===== config.mk =====
export PLATFORM = sky130hd
export DESIGN_NAME = hci_top
export DESIGN_NICKNAME = d
export VERILOG_FILES = /design/src/source/hci_cfg_pkg.sv /design/src/source/hci_desc_pkg.sv /design/src/source/hci_queue_if.sv /design/src/source/hci_csr_wb.sv /design/src/source/hci_ctrl_queues.sv /design/src/source/hci_sync_fifo.sv /design/src/source/hci_top.sv /design/src/source/hci_xfer_engine.sv
export SDC_FILE = /design/constraint.sdc
export NUM_CORES = 2
export LEC_CHECK = 0
export BUFFER_PORTS_ARGS = -buffer_cell sky130_fd_sc_hd__buf_2
export CAP_MARGIN = 5
export CORE_MARGIN = 2
export CORE_UTILIZATION = 60
export DETAILED_ROUTE_END_ITERATION = 10
export PLACE_DENSITY = 0.76
export SLEW_MARGIN = 30
export SYNTH_ARGS = -nofsm -noshare
export SYNTH_HDL_FRONTEND = slang
export SYNTH_SLANG_ARGS = --single-unit

===== constraint.sdc =====
create_clock -name clk_i -period 6.6 [get_ports clk_i]
set_input_delay 0.33 -clock clk_i [delete_from_list [all_inputs] [get_ports clk_i]]
set_output_delay 0.33 -clock clk_i [all_outputs]
set_load 0.005 [all_outputs]

===== src/source/hci_cfg_pkg.sv =====
// Sizes, register map, queue bit positions and response codes shared by the HCI queue RTL
package hci_cfg_pkg;

  localparam int unsigned DataWidth  = 32;
  localparam int unsigned NumQueues  = 4;

  localparam int unsigned CmdDepth   = 8;
  localparam int unsigned TxDepth    = 16;
  localparam int unsigned RxDepth    = 16;
  localparam int unsigned RespDepth  = 8;
  localparam int unsigned CmdDepthW  = $clog2(CmdDepth + 1);
  localparam int unsigned TxDepthW   = $clog2(TxDepth + 1);
  localparam int unsigned RxDepthW   = $clog2(RxDepth + 1);
  localparam int unsigned RespDepthW = $clog2(RespDepth + 1);

  localparam int unsigned ThldWidth  = 8;
  localparam int unsigned MemWords   = 64;
  localparam int unsigned MemAdrW    = $clog2(MemWords);

  // Wishbone word addresses
  localparam int unsigned AdrWidth = 3;
  localparam logic [AdrWidth-1:0] AdrCmdPort     = 3'd0;
  localparam logic [AdrWidth-1:0] AdrXferData    = 3'd1;
  localparam logic [AdrWidth-1:0] AdrRespPort    = 3'd2;
  localparam logic [AdrWidth-1:0] AdrQueueThld   = 3'd3;
  localparam logic [AdrWidth-1:0] AdrQueueStatus = 3'd4;
  localparam logic [AdrWidth-1:0] AdrResetCtrl   = 3'd5;

  // Threshold byte lane per queue, also the 3-bit group index in the status word
  localparam int unsigned ThldCmdIdx  = 0;
  localparam int unsigned ThldRxIdx   = 1;
  localparam int unsigned ThldTxIdx   = 2;
  localparam int unsigned ThldRespIdx = 3;

  // Reset control bits
  localparam int unsigned ClrCmdBit  = 0;
  localparam int unsigned ClrTxBit   = 1;
  localparam int unsigned ClrRxBit   = 2;
  localparam int unsigned ClrRespBit = 3;

  localparam int unsigned StsRxDepthLsb   = 16;
  localparam int unsigned StsRespDepthLsb = 24;

  localparam logic [3:0] RespOk      = 4'd0;
  localparam logic [3:0] RespAddrErr = 4'd1;

  // Transfer engine FSM encoding
  localparam logic [1:0] EngIdle    = 2'd0;
  localparam logic [1:0] EngExec    = 2'd1;
  localparam logic [1:0] EngRespond = 2'd2;

endpackage


===== src/source/hci_desc_pkg.sv =====
// Command and response descriptor layouts; imported by the transfer engine to decode queue words
package hci_desc_pkg;

  localparam logic [2:0] CmdAttrXfer = 3'd0;
  localparam logic [2:0] CmdAttrImm  = 3'd1;

  // Immediate data command, writes 16 bits into target memory
  typedef struct packed {
    logic [15:0] data;
    logic [5:0]  addr;
    logic [2:0]  rsvd;
    logic [3:0]  tid;
    logic [2:0]  attr;
  } hci_cmd_imm_t;

  // Regular transfer, moves len words between memory and the data queues
  typedef struct packed {
    logic [8:0] rsvd_hi;
    logic [6:0] len;
    logic [5:0] addr;
    logic [1:0] rsvd_lo;
    logic       rnw;
    logic [3:0] tid;
    logic [2:0] attr;
  } hci_cmd_xfer_t;

  // Both views keep tid and attr in the same bits
  typedef union packed {
    hci_cmd_imm_t  imm;
    hci_cmd_xfer_t xfer;
  } hci_cmd_u;

  typedef struct packed {
    logic [3:0]  status;
    logic [3:0]  tid;
    logic [7:0]  rsvd;
    logic [15:0] count;
  } hci_resp_t;

endpackage


===== src/source/hci_queue_if.sv =====
// One HCI queue as seen by its producer, its consumer and the queue block itself
interface hci_queue_if
  import hci_cfg_pkg::*;
();
  logic                 wvalid;
  logic                 wready;
  logic [DataWidth-1:0] wdata;
  logic                 rvalid;
  logic                 rready;
  logic [DataWidth-1:0] rdata;
  logic                 full;
  logic                 empty;
  logic                 apch;

  // Producer side
  modport wr (output wvalid, output wdata, input wready, input full, input empty, input apch);

  // Consumer side
  modport rd (output rready, input rvalid, input rdata, input full, input empty, input apch);

  modport queue (
    input  wvalid, input  wdata, output wready,
    output rvalid, output rdata, input  rready,
    output full, output empty, output apch
  );
endinterface


===== src/source/hci_csr_wb.sv =====
// Wishbone classic register block giving software access to the HCI queues
module hci_csr_wb
  import hci_cfg_pkg::*;
(
  input  logic                           clk_i,
  input  logic                           rst_n_i,
  input  logic                           wb_cyc_i,
  input  logic                           wb_stb_i,
  input  logic                           wb_we_i,
  input  logic [AdrWidth-1:0]            wb_adr_i,
  input  logic [DataWidth-1:0]           wb_dat_i,
  output logic [DataWidth-1:0]           wb_dat_o,
  output logic                           wb_ack_o,
  hci_queue_if.wr                        cmd_q,
  hci_queue_if.wr                        tx_q,
  hci_queue_if.rd                        rx_q,
  hci_queue_if.rd                        resp_q,
  output logic [NumQueues-1:0]           clr_o,
  output logic [NumQueues*ThldWidth-1:0] thld_o,
  input  logic [RxDepthW-1:0]            rx_depth_i,
  input  logic [RespDepthW-1:0]          resp_depth_i
);
  logic                 req;
  logic                 wr_req;
  logic                 rd_req;
  logic                 stall;
  logic [DataWidth-1:0] status;
  logic [DataWidth-1:0] rd_data;

  // A request is pending until its ack goes out
  assign req    = wb_cyc_i & wb_stb_i & ~wb_ack_o;
  assign wr_req = req & wb_we_i;
  assign rd_req = req & ~wb_we_i;

  // Queue transfers line up with the edge that raises ack
  assign cmd_q.wvalid  = wr_req & (wb_adr_i == AdrCmdPort);
  assign cmd_q.wdata   = wb_dat_i;
  assign tx_q.wvalid   = wr_req & (wb_adr_i == AdrXferData);
  assign tx_q.wdata    = wb_dat_i;
  assign rx_q.rready   = rd_req & (wb_adr_i == AdrXferData);
  assign resp_q.rready = rd_req & (wb_adr_i == AdrRespPort);
  assign clr_o = (wr_req && wb_adr_i == AdrResetCtrl) ? wb_dat_i[NumQueues-1:0] : '0;

  // Wait states while a target queue is full
  assign stall = (cmd_q.wvalid & ~cmd_q.wready) | (tx_q.wvalid & ~tx_q.wready);

  // Each group holds full, empty, threshold from its low bit up
  always_comb begin
    status = '0;
    status[3*ThldCmdIdx +: 3]  = {cmd_q.apch, cmd_q.empty, cmd_q.full};
    status[3*ThldRxIdx +: 3]   = {rx_q.apch, rx_q.empty, rx_q.full};
    status[3*ThldTxIdx +: 3]   = {tx_q.apch, tx_q.empty, tx_q.full};
    status[3*ThldRespIdx +: 3] = {resp_q.apch, resp_q.empty, resp_q.full};
    status[StsRxDepthLsb +: RxDepthW]     = rx_depth_i;
    status[StsRespDepthLsb +: RespDepthW] = resp_depth_i;
  end

  always_comb begin
    case (wb_adr_i)
      AdrXferData:    rd_data = rx_q.rvalid ? rx_q.rdata : '0;
      AdrRespPort:    rd_data = resp_q.rvalid ? resp_q.rdata : '0;
      AdrQueueThld:   rd_data = thld_o;
      AdrQueueStatus: rd_data = status;
      default:        rd_data = '0;
    endcase
  end

  always_ff @(posedge clk_i or negedge rst_n_i) begin
    if (!rst_n_i) begin
      wb_ack_o <= 1'b0;
      thld_o   <= '0;
    end else begin
      wb_ack_o <= req & ~stall;
      if (wr_req && wb_adr_i == AdrQueueThld) begin
        thld_o <= wb_dat_i;
      end
    end
  end

  always_ff @(posedge clk_i) begin
    if (rd_req) begin
      wb_dat_o <= rd_data;
    end
  end

endmodule


===== src/source/hci_ctrl_queues.sv =====
// Command, transmit, receive and response queues with their empty and threshold flags
module hci_ctrl_queues
  import hci_cfg_pkg::*;
(
  input  logic                           clk_i,
  input  logic                           rst_n_i,
  hci_queue_if.queue                     cmd_q,
  hci_queue_if.queue                     tx_q,
  hci_queue_if.queue                     rx_q,
  hci_queue_if.queue                     resp_q,
  input  logic [NumQueues-1:0]           clr_i,
  input  logic [NumQueues*ThldWidth-1:0] thld_i,
  output logic [RxDepthW-1:0]            rx_depth_o,
  output logic [RespDepthW-1:0]          resp_depth_o
);
  logic [CmdDepthW-1:0] cmd_depth;
  logic [TxDepthW-1:0]  tx_depth;
  logic [CmdDepthW-1:0] cmd_free;
  logic [TxDepthW-1:0]  tx_free;
  logic [ThldWidth-1:0] cmd_thld;
  logic [ThldWidth-1:0] rx_thld;
  logic [ThldWidth-1:0] tx_thld;
  logic [ThldWidth-1:0] resp_thld;

  // True once count reaches 2^(thld+1), a zero threshold never fires
  function automatic logic pow2_reached(input logic [ThldWidth-1:0] thld,
                                        input logic [DataWidth-1:0] count);
    logic [DataWidth-1:0] level;
    level = (thld < ThldWidth'(DataWidth - 2)) ? (DataWidth'(1) << (thld + 1'b1)) : '1;
    return (thld != '0) && (count >= level);
  endfunction

  assign cmd_thld  = thld_i[ThldCmdIdx*ThldWidth +: ThldWidth];
  assign rx_thld   = thld_i[ThldRxIdx*ThldWidth +: ThldWidth];
  assign tx_thld   = thld_i[ThldTxIdx*ThldWidth +: ThldWidth];
  assign resp_thld = thld_i[ThldRespIdx*ThldWidth +: ThldWidth];

  assign cmd_q.empty  = (cmd_depth == '0);
  assign tx_q.empty   = (tx_depth == '0);
  assign rx_q.empty   = (rx_depth_o == '0);
  assign resp_q.empty = (resp_depth_o == '0);

  // Software side queues flag free room, engine side queues flag filled entries
  assign cmd_free    = CmdDepthW'(CmdDepth) - cmd_depth;
  assign tx_free     = TxDepthW'(TxDepth) - tx_depth;
  assign cmd_q.apch  = (cmd_thld != '0) && (ThldWidth'(cmd_free) >= cmd_thld);
  assign rx_q.apch   = pow2_reached(rx_thld, DataWidth'(rx_depth_o));
  assign tx_q.apch   = pow2_reached(tx_thld, DataWidth'(tx_free));
  assign resp_q.apch = (resp_thld != '0) && (ThldWidth'(resp_depth_o) >= resp_thld);

  hci_sync_fifo #(.DEPTH(CmdDepth)) u_cmd_fifo (
    .clk_i, .rst_n_i, .clr_i(clr_i[ClrCmdBit]),
    .wvalid_i(cmd_q.wvalid), .wready_o(cmd_q.wready), .wdata_i(cmd_q.wdata),
    .rvalid_o(cmd_q.rvalid), .rready_i(cmd_q.rready), .rdata_o(cmd_q.rdata),
    .depth_o(cmd_depth), .full_o(cmd_q.full)
  );

  hci_sync_fifo #(.DEPTH(TxDepth)) u_tx_fifo (
    .clk_i, .rst_n_i, .clr_i(clr_i[ClrTxBit]),
    .wvalid_i(tx_q.wvalid), .wready_o(tx_q.wready), .wdata_i(tx_q.wdata),
    .rvalid_o(tx_q.rvalid), .rready_i(tx_q.rready), .rdata_o(tx_q.rdata),
    .depth_o(tx_depth), .full_o(tx_q.full)
  );

  hci_sync_fifo #(.DEPTH(RxDepth)) u_rx_fifo (
    .clk_i, .rst_n_i, .clr_i(clr_i[ClrRxBit]),
    .wvalid_i(rx_q.wvalid), .wready_o(rx_q.wready), .wdata_i(rx_q.wdata),
    .rvalid_o(rx_q.rvalid), .rready_i(rx_q.rready), .rdata_o(rx_q.rdata),
    .depth_o(rx_depth_o), .full_o(rx_q.full)
  );

  hci_sync_fifo #(.DEPTH(RespDepth)) u_resp_fifo (
    .clk_i, .rst_n_i, .clr_i(clr_i[ClrRespBit]),
    .wvalid_i(resp_q.wvalid), .wready_o(resp_q.wready), .wdata_i(resp_q.wdata),
    .rvalid_o(resp_q.rvalid), .rready_i(resp_q.rready), .rdata_o(resp_q.rdata),
    .depth_o(resp_depth_o), .full_o(resp_q.full)
  );

endmodule


===== src/source/hci_sync_fifo.sv =====
// Synchronous valid/ready FIFO with clear and occupancy count, one per HCI queue
module hci_sync_fifo
  import hci_cfg_pkg::*;
#(
  parameter int unsigned DEPTH = 8
) (
  input  logic                       clk_i,
  input  logic                       rst_n_i,
  input  logic                       clr_i,
  input  logic                       wvalid_i,
  output logic                       wready_o,
  input  logic [DataWidth-1:0]       wdata_i,
  output logic                       rvalid_o,
  input  logic                       rready_i,
  output logic [DataWidth-1:0]       rdata_o,
  output logic [$clog2(DEPTH+1)-1:0] depth_o,
  output logic                       full_o
);
  logic [DataWidth-1:0]     mem [DEPTH];
  logic [$clog2(DEPTH)-1:0] wptr_q;
  logic [$clog2(DEPTH)-1:0] rptr_q;
  logic                     push;
  logic                     pop;

  function automatic logic [$clog2(DEPTH)-1:0] ptr_inc(input logic [$clog2(DEPTH)-1:0] ptr);
    return (ptr == ($clog2(DEPTH))'(DEPTH - 1)) ? '0 : ptr + 1'b1;
  endfunction

  assign full_o   = (depth_o == ($clog2(DEPTH+1))'(DEPTH));
  assign wready_o = ~full_o;
  assign rvalid_o = (depth_o != '0);
  // Head entry straight from storage, a new word shows up the cycle after its push
  assign rdata_o  = mem[rptr_q];
  assign push     = wvalid_i & wready_o;
  assign pop      = rvalid_o & rready_i;

  always_ff @(posedge clk_i) begin
    if (push) begin
      mem[wptr_q] <= wdata_i;
    end
  end

  always_ff @(posedge clk_i or negedge rst_n_i) begin
    if (!rst_n_i) begin
      wptr_q  <= '0;
      rptr_q  <= '0;
      depth_o <= '0;
    end else if (clr_i) begin
      wptr_q  <= '0;
      rptr_q  <= '0;
      depth_o <= '0;
    end else begin
      if (push) begin
        wptr_q <= ptr_inc(wptr_q);
      end
      if (pop) begin
        rptr_q <= ptr_inc(rptr_q);
      end
      if (push && !pop) begin
        depth_o <= depth_o + 1'b1;
      end else if (pop && !push) begin
        depth_o <= depth_o - 1'b1;
      end
    end
  end

endmodule


===== src/source/hci_top.sv =====
// Top level of the HCI queue subsystem, the Wishbone slave and interrupt seen by the testbench
module hci_top
  import hci_cfg_pkg::*;
(
  input  logic                 clk_i,
  input  logic                 rst_n_i,
  input  logic                 wb_cyc_i,
  input  logic                 wb_stb_i,
  input  logic                 wb_we_i,
  input  logic [AdrWidth-1:0]  wb_adr_i,
  input  logic [DataWidth-1:0] wb_dat_i,
  output logic [DataWidth-1:0] wb_dat_o,
  output logic                 wb_ack_o,
  output logic                 irq_o
);
  logic [NumQueues-1:0]           clr;
  logic [NumQueues*ThldWidth-1:0] thld;
  logic [RxDepthW-1:0]            rx_depth;
  logic [RespDepthW-1:0]          resp_depth;

  hci_queue_if cmd_q ();
  hci_queue_if tx_q ();
  hci_queue_if rx_q ();
  hci_queue_if resp_q ();

  hci_csr_wb u_csr (
    .clk_i, .rst_n_i,
    .wb_cyc_i, .wb_stb_i, .wb_we_i, .wb_adr_i, .wb_dat_i, .wb_dat_o, .wb_ack_o,
    .cmd_q, .tx_q, .rx_q, .resp_q,
    .clr_o(clr), .thld_o(thld), .rx_depth_i(rx_depth), .resp_depth_i(resp_depth)
  );

  hci_ctrl_queues u_queues (
    .clk_i, .rst_n_i,
    .cmd_q, .tx_q, .rx_q, .resp_q,
    .clr_i(clr), .thld_i(thld), .rx_depth_o(rx_depth), .resp_depth_o(resp_depth)
  );

  hci_xfer_engine u_engine (
    .clk_i, .rst_n_i,
    .cmd_q, .tx_q, .rx_q, .resp_q
  );

  // Interrupt follows the response threshold flag
  assign irq_o = resp_q.apch;

endmodule


===== src/source/hci_xfer_engine.sv =====
// Transfer engine standing in for the I3C bus, runs queued commands against a local memory
module hci_xfer_engine
  import hci_cfg_pkg::*;
  import hci_desc_pkg::*;
(
  input  logic    clk_i,
  input  logic    rst_n_i,
  hci_queue_if.rd cmd_q,
  hci_queue_if.rd tx_q,
  hci_queue_if.wr rx_q,
  hci_queue_if.wr resp_q
);
  logic [DataWidth-1:0] mem [MemWords];
  logic [1:0]           state_q;
  logic [MemAdrW-1:0]   ptr_q;
  logic [6:0]           moved_q;
  hci_cmd_u             in_cmd;
  hci_cmd_u             cur_cmd;
  hci_resp_t            resp;
  logic                 is_imm;
  logic                 reject;
  logic                 done;
  logic                 moving;
  logic                 move;

  assign in_cmd = cmd_q.rdata;
  assign is_imm = (cur_cmd.imm.attr == CmdAttrImm);
  // Unknown attributes are refused like an out of range transfer
  assign reject = ~is_imm & ((cur_cmd.xfer.attr != CmdAttrXfer) |
                  (({2'b00, cur_cmd.xfer.addr} + {1'b0, cur_cmd.xfer.len}) > 8'(MemWords)));
  assign done   = is_imm | reject | (moved_q == cur_cmd.xfer.len);
  assign moving = (state_q == EngExec) & ~done;

  assign cmd_q.rready = (state_q == EngIdle);
  assign tx_q.rready  = moving & ~cur_cmd.xfer.rnw;
  assign rx_q.wvalid  = moving & cur_cmd.xfer.rnw;
  assign rx_q.wdata   = mem[ptr_q];
  assign move = (tx_q.rready & tx_q.rvalid) | (rx_q.wvalid & rx_q.wready);

  always_comb begin
    resp        = '0;
    resp.tid    = cur_cmd.xfer.tid;
    resp.status = reject ? RespAddrErr : RespOk;
    resp.count  = is_imm ? 16'd1 : 16'(moved_q);
  end

  assign resp_q.wvalid = (state_q == EngRespond);
  assign resp_q.wdata  = resp;

  always_ff @(posedge clk_i) begin
    if (cmd_q.rvalid && cmd_q.rready) begin
      cur_cmd <= in_cmd;
    end
    if (state_q == EngExec && is_imm) begin
      mem[cur_cmd.imm.addr] <= DataWidth'(cur_cmd.imm.data);
    end else if (tx_q.rready && tx_q.rvalid) begin
      mem[ptr_q] <= tx_q.rdata;
    end
  end

  // Exec finishes one cycle after the last word, so a transfer costs len + 2 cycles
  always_ff @(posedge clk_i or negedge rst_n_i) begin
    if (!rst_n_i) begin
      state_q <= EngIdle;
      ptr_q   <= '0;
      moved_q <= '0;
    end else begin
      case (state_q)
        EngIdle: begin
          if (cmd_q.rvalid) begin
            state_q <= EngExec;
            ptr_q   <= in_cmd.xfer.addr;
            moved_q <= '0;
          end
        end
        EngExec: begin
          if (done) begin
            state_q <= EngRespond;
          end else if (move) begin
            ptr_q   <= ptr_q + 1'b1;
            moved_q <= moved_q + 1'b1;
          end
        end
        EngRespond: begin
          if (resp_q.wready) begin
            state_q <= EngIdle;
          end
        end
        default: state_q <= EngIdle;
      endcase
    end
  end

endmodule


; ---- After elaboration in Yosys (flattened, before gate mapping)
; Memory sizes are Yosys's and may differ from the RTL's.
; Index checks and enable logic that the tools add are counted.
[op_classes]
shifts = 2
muxes = 72
n_reduce_logical = 56
n_div = 0
mul = 0
n_lt_le_gt_ge = 7
n_addsub = 23
bitwise = 38
n_eq_ne = 26
[ops]
columns = operator, n
row1 = 2-to-1 mux 32 bit, 5
row2 = one-hot mux 32 bit (4 select lines), 1
row3 = 2-to-1 mux 4 bit, 19
row4 = >= comparator 5 x 32 -> 1 bit, 2
row5 = "left shift 1 x 8 -> 32 bit, first input constant", 2
row6 = 2-to-1 mux 3 bit, 12
row7 = nonzero test 8 bit, 4
row8 = OR reduction 32 bit, 1
row9 = 2-to-1 mux 5 bit, 6
row10 = 2-to-1 mux 7 bit, 4
row11 = "adder 4 x 1 -> 4 bit, second input constant", 6
row12 = "== test 4 bit, second input constant", 6
row13 = 2-to-1 mux 6 bit, 4
row14 = bitwise AND 1 bit, 23
row15 = "== test 3 bit, second input constant", 6
row16 = nonzero test 2 bit, 9
row17 = logical AND 1 bit, 17
row18 = "adder 8 x 1 -> 8 bit, second input constant", 2
row19 = >= comparator 4 x 8 -> 1 bit, 2
row20 = "< comparator 8 x 5 -> 1 bit, second input constant", 2
row21 = 2-to-1 mux 1 bit, 15
row22 = nonzero test 3 bit, 5
row23 = one-hot mux 7 bit (2 select lines), 1
row24 = "adder 3 x 1 -> 3 bit, second input constant", 4
row25 = 31 further kinds, 66
[word_totals]
regBits = 158
latch_bits = 0
n_memories = 5
romBits = 0
wordCells = 248
mem_bits_rw = 3424
inputBits = 40
[memory_table]
columns = memory, words, width, rd, rd_clocked_by_memory_dff, write_ports, line_no
row1 = u_engine.mem, 64, 32, 1, 0, 1, hci_xfer_engine.sv:13  ; logic [DataWidth-1:0] mem [MemWords];
row2 = u_queues.u_rx_fifo.mem, 16, 32, 1, 0, 1, hci_sync_fifo.sv:19  ; logic [DataWidth-1:0] mem [DEPTH];
row3 = u_queues.u_tx_fifo.mem, 16, 32, 1, 0, 1, hci_sync_fifo.sv:19
row4 = u_queues.u_cmd_fifo.mem, 8, 32, 1, 0, 1, hci_sync_fifo.sv:19
row5 = u_queues.u_resp_fifo.mem, 8, 12, 1, 0, 1, hci_sync_fifo.sv:19

; ---- Depth between registers and ports, before layout
[depth]
word_depth = 15
depth_mapped = 16
mapped_depth_nobuf = 15

; ---- Hierarchy
; From an unflattened synthesis, not the netlist that was laid out.
[hier_totals]
cells_unflattened = 6291
hier_area_um2 = 146656.9
[by_module_without_submodules]
columns = mod, instances, area_per_inst_um2, cells_each
row1 = hci_xfer_engine, 1, 80987.7, 3278
row2 = hci_sync_fifo (u_queues.u_cmd_fifo ...), 2, 10362.4, 452
row3 = hci_sync_fifo (u_queues.u_tx_fifo), 1, 20216.9, 830
row4 = hci_sync_fifo (u_queues.u_rx_fifo), 1, 20213.1, 830
row5 = hci_csr_wb, 1, 3478.3, 300
row6 = hci_ctrl_queues, 1, 1036.0, 149

; ---- Worst setup path after synthesis
; Ideal clock, no wire load.
[synth_path]
path_kind = reg-to-reg
from = reg u_engine.cur_cmd[19] (netlist bit)
to = mem u_engine.mem[0][10], data pin
slack_ns = 0.649
t_arrival_ns = 5.249
stages_incl_launch_ff = 10
n_path_buf = 2
cell_sequence = edfxtp_1 -> ha_1 -> and2_1 -> a221o_1 -> or3_4 -> a2111oi_4 -> o2111ai_2 -> buf_2 -> clkbuf_1 -> o21ai_0
[synth_between]
elab_chain_cells = 15
word_cells_on_any_way = 16
[synth_lines]
columns = element, line_no
row1 = start: declaration, hci_xfer_engine.sv:18  ; hci_cmd_u cur_cmd;
row2 = start signal: assignment, hci_xfer_engine.sv:52  ; cur_cmd <= in_cmd;
row3 = adder 6 x 7 -> 8 bit, hci_xfer_engine.sv:30  ; (({2'b00, cur_cmd.xfer.addr} + {1'b0, cur_cmd.xfer.len}) > 8'(MemWords)));
row4 = greater-than comparator 8 x 7 -> 1 bit, hci_xfer_engine.sv:30
row5 = bitwise OR 1 bit, hci_xfer_engine.sv:29  ; assign reject = ~is_imm & ((cur_cmd.xfer.attr != CmdAttrXfer) |
row6 = bitwise AND 1 bit, hci_xfer_engine.sv:29
row7 = bitwise OR 1 bit, hci_xfer_engine.sv:31  ; assign done = is_imm | reject | (moved_q == cur_cmd.xfer.len);
row8 = bitwise OR 1 bit *, hci_xfer_engine.sv:31
row9 = inverter 1 bit *, hci_xfer_engine.sv:32  ; assign moving = (state_q == EngExec) & ~done;
row10 = bitwise AND 1 bit *, hci_xfer_engine.sv:32
row11 = bitwise AND 1 bit *, hci_xfer_engine.sv:35  ; assign tx_q.rready = moving & ~cur_cmd.xfer.rnw;
row12 = logical AND 1 bit *, hci_xfer_engine.sv:56  ; end else if (tx_q.rready && tx_q.rvalid) begin
row13 = 2-to-1 mux 1 bit *, hci_xfer_engine.sv:56
row14 = 2-to-1 mux 1 bit *, hci_xfer_engine.sv:54  ; if (state_q == EngExec && is_imm) begin
row15 = 2-to-1 mux 1 bit (not written as such) *, hci_xfer_engine.sv:57  ; mem[ptr_q] <= tx_q.rdata;
row16 = OR reduction 32 bit (no source line) *, --
row17 = 2-to-1 mux 32 bit (no source line) *, --
row18 = end: declaration, hci_xfer_engine.sv:13
; Every way passes the cells marked *; elsewhere a longest branch is shown, timed or not.

; ---- Worst setup path after layout
[layout_path]
from = reg u_engine.cur_cmd[13] (netlist bit)
to = mem u_engine.mem[52][17], enable pin
[layout_between]
elab_chain_cells = 15
word_cells_on_any_way = 16
[layout_lines]
columns = element, line_no
row1 = adder 6 x 7 -> 8 bit, hci_xfer_engine.sv:30
row2 = greater-than comparator 8 x 7 -> 1 bit, hci_xfer_engine.sv:30
row3 = bitwise OR 1 bit, hci_xfer_engine.sv:29
row4 = bitwise AND 1 bit, hci_xfer_engine.sv:29
row5 = bitwise OR 1 bit (2 in series), hci_xfer_engine.sv:31
row6 = inverter 1 bit, hci_xfer_engine.sv:32
row7 = bitwise AND 1 bit, hci_xfer_engine.sv:32
row8 = bitwise AND 1 bit, hci_xfer_engine.sv:35
row9 = logical AND 1 bit, hci_xfer_engine.sv:56
row10 = 2-to-1 mux 1 bit, hci_xfer_engine.sv:56
row11 = 2-to-1 mux 1 bit, hci_xfer_engine.sv:54
row12 = 2-to-1 mux 1 bit (not written as such), hci_xfer_engine.sv:57
row13 = OR reduction 32 bit (no source line), --
row14 = 2-to-1 mux 6 bit (no source line) / 2-to-1 mux 1 bit (equally long branches), --
; Parallel ways exist; a longest one is shown, timed or not.

==> summary.txt <==
Slowest cell on crit path = o2111a_1
Fin cells = 9770
Port bufs = 73
Critical path class = reg2reg
CTS Buf Count = 357
PD cells = 418.7 nW/µm²
Global-route wire length before repair = 510200 µm
Worst skew pair latency = 0.97 ns
Synth-to-layout area growth = 13.06%
Status = completed
Cell taking the most area after synthesis = edfxtp_1
Crit-path cells = ha_1 > and2_1 > a221o_1 > or3_4 > a2111oi_4 > o2111a_1 > nand3_1 > a21oi_4 > buf_12
Synth Instances = 6081
Clock power share = 0.302
Seq/Total Area, Yosys = 0.7693
Root Driver = clkbuf_16
Yosys warnings = 0
Leak = 0.04685 µW
Crit path buffers/inverters = 1
Main combinational cell family by area after synthesis = multiplexers
Worst hold path endpoint = u_queues.u_rx_fifo.rptr_q[1]
Post-CTS setup buffer count = 0
Top_reg_cell synth = edfxtp_1
Startpoint types = register
Worst r2r path cells = 9
VDD IR max = 554.9 µV
Slew margin rel. = 0.2763
Routability cong. = 0.9029
Congestion Overflow GR = 0
Total nets after synthesis = 6188
CTS tree = yes
Flops & latches, synth = 3564
HPWL Detailed = 198700 µm
Die Area = 234700 µm²
Hold buffers post-CTS = 41
Largest cells by area after synthesis = edfxtp_1 75%, mux4_2 16%, dfrtp_1 1.7%, mux2i_1 0.86%, clkbuf_1 0.60%
Largest stage delay, worst path = 0.95 ns
Post-CTS sizing = 0
Commonest non-fill, non-tap cell in the layout = edfxtp_1
Min-delay worst type = in2reg
IO Pins = 74
Mapped Area = 138500 µm²
CTS Buffer Depth = 4
Number of vias in the routed layout = 69.14k
Final wirelength = 357900 µm
Final nets = 6566
Power share of the sequential group = 0.435
Number of enable flip-flop cells after synthesis = 3470
Syn Area/Cell = 22.78 µm²
Worst Hold Depth = 5
Final setup vio count = 0
CP endpoint kind = register
Routed len/inst = 36.64 µm
Final min period = 5.468 ns
Core Region = 229700 µm²
Pin count of the biggest net entering global routing = 125
Async set-reset flop share out of synthesis = 0.02637
Net switching power = 20290 µW
Synth Area in Compound Gates = 0.01983
Combinational power share = 0.264
Initial drt markers = 10.72k
Setup TNS = 0 ns
Max Cap Violations = 0
Initial antenna violation count = 34
Crit share post-route = 0.8285
Pre-antenna DRT Iters = 9
Critical path's top delay family = compound AO/OA/AOI/OAI gates
Worst Hold Launch = wb_cyc_i
RR Startpoint = u_engine.cur_cmd[13]
Ratio of cells with drive above 1 in the final layout = 0.3048
Overall Global Routing Usage = 0.3070
CTS Sinks = 3564
R2r setup slk = 1.13 ns
Via-per-instance ratio = 7.077
RSZ-0062 raised after global routing = false
Arrival @ worst endpoint = 6.09 ns
Most frequent cells in the layout = 3470 x edfxtp_1, 996 x mux4_2, 362 x clkbuf_16
Yosys top cell area share = 0.7523
Die X = 484.5 µm
Antenna-violating nets left = 0
Hold Fails Final Rpt = 0
WP data required = 7.22 ns
Cells after DPL = 9083
Worst slew pin tran = 1.086 ns
Die Y = 484.5 µm
Internal = 45280 µW
Sw Share = 0.3095
Number of remaining DRC errors = 0
Initial Util = 0.6030
Worst Skew = 0.08195 ns
Post-synthesis simple-gate area fraction = 0.01590
Final Slew Violations = 0
Crit Reg-Reg Endpoint = u_engine.mem[52][17]
Achievable Freq = 182.9 MHz
Post-Synth XOR/XNOR Area = 0.002213
Yosys cell types = 79
Clock transition at path regs = 0.06 ns
Core Rows = 176
Htree depth = 5
Worst-path fanout max = 20
Number of global-route vias before repair = 68.47k
Mux cell area share after synthesis = 0.1758
Post-Synth Adder-Cell Area = 0.006323
cell families (layout without fill, tap and decap cells):
| logic type | Yosys count | in the layout |
|---|---|---|
| compound gates | 404 | 404 |
| xor+xnor | 35 | 35 |
| fa+ha+maj | 67 | 67 |
| buf+inv | 385 | 1034 |
| flops | 3564 | 3564 |
| mux | 1179 | 1179 |
| other cells | 0 | 14 |
| simple gates | 447 | 447 |
routing by layer:
layer,track usage,part of all wire,vias up
met5,0,0.00047,-
li1,-,-,26680
met2,0.4748,0.47,5061
met4,0.1279,0.051,26
met3,0.07783,0.12,858
met1,0.4246,0.35,36520
power by group through the flow:
| stage | clock network (µW) | registers [µW] | logic, µW |
|---|---|---|---|
| after floorplan | 0 | 28300 | 10700 |
| after global placement | 0 | 28900 | 16400 |
| after detailed placement | 0 | 28900 | 16700 |
| after CTS | 19900 | 28500 | 17000 |
| after global routing | 20700 | 28600 | 17900 |
| final | 19800 | 28500 | 17300 |
how the worst max path moves through the flow:
| stage | cells after the start | endpoint | slack, ns | startpoint |
|---|---|---|---|---|
| floorplan | 9 | u_engine.mem[0][10] | 0.65 | u_engine.cur_cmd[19] |
| global placement | 9 | u_engine.mem[17][26] | 1.49 | u_engine.cur_cmd[13] |
| detailed placement | 9 | u_engine.mem[17][19] | 1.36 | u_engine.cur_cmd[13] |
| CTS | 9 | u_engine.mem[11][24] | 1.37 | u_engine.cur_cmd[13] |
| global route | 9 | u_engine.mem[34][26] | 1.05 | u_engine.cur_cmd[13] |
| finish | 9 | u_engine.mem[52][17] | 1.13 | u_engine.cur_cmd[13] |
cells in the mapped netlist, types with 22 or more instances:
library cell and n:
dfrtp_1 94, buf_2 22, ha_1 62, mux4_2 996
a222oi_1 24, nor3_1 52, nor2_1 91, a21oi_1 125
mux2i_1 119, a221oi_1 22, edfxtp_1 3470, a21o_1 27
o21ai_0 67, mux2_2 64, clkbuf_1 223, nand2_1 146
inv_1 60, buf_1 77, o221ai_1 30
sequential cells by signal, indices dropped and copies added, names as in the netlist, 7 cells and up:
name	flops
u_engine.moved_q	7
u_engine.mem	2048
u_engine.cur_cmd	30
u_csr.wb_dat_o	32
u_csr.thld_o	32
u_queues.u_tx_fifo.mem	512
u_queues.u_rx_fifo.mem	512
u_queues.u_cmd_fifo.mem	240
u_queues.u_resp_fifo.mem	96
worst reg2reg max path, stage by stage (launching register included):
cell       delay [ns]
edfxtp_1         0.53
ha_1             0.40
and2_1           0.19
a221o_1          0.36
or3_4            0.39
a2111oi_4        0.62
o2111a_1         0.95
nand3_1          0.69
a21oi_4          0.76
buf_12           0.28
through the flow:
step,hold WS [ns],total power [µW],instance area (µm²),setup WS (ns),utilization
CTS,0.01190,65420,156500,1.375,0.6812
detailed placement,0.4164,45670,144800,1.356,0.6305
global placement,0.4126,45290,144600,1.485,0.6297
finish,0.08281,65570,156600,1.132,0.6818
global route,0.09198,67210,156600,1.054,0.6817
floorplan,0.03441,38970,138500,0.6492,-
area by class of cell:
class,count,area (µm²)
Sequential cell,3564,106600
Fill cell,13160,73090
Multi-Input combinational cell,2132,31850
Clock buffer,428,9387
Tap cell,3026,3786
Timing Repair Buffer,343,2867
Clock inverter,202,1846
Inverter,61,236.5
Antenna cell,14,35.03
(Power assumes the default switching activity.)
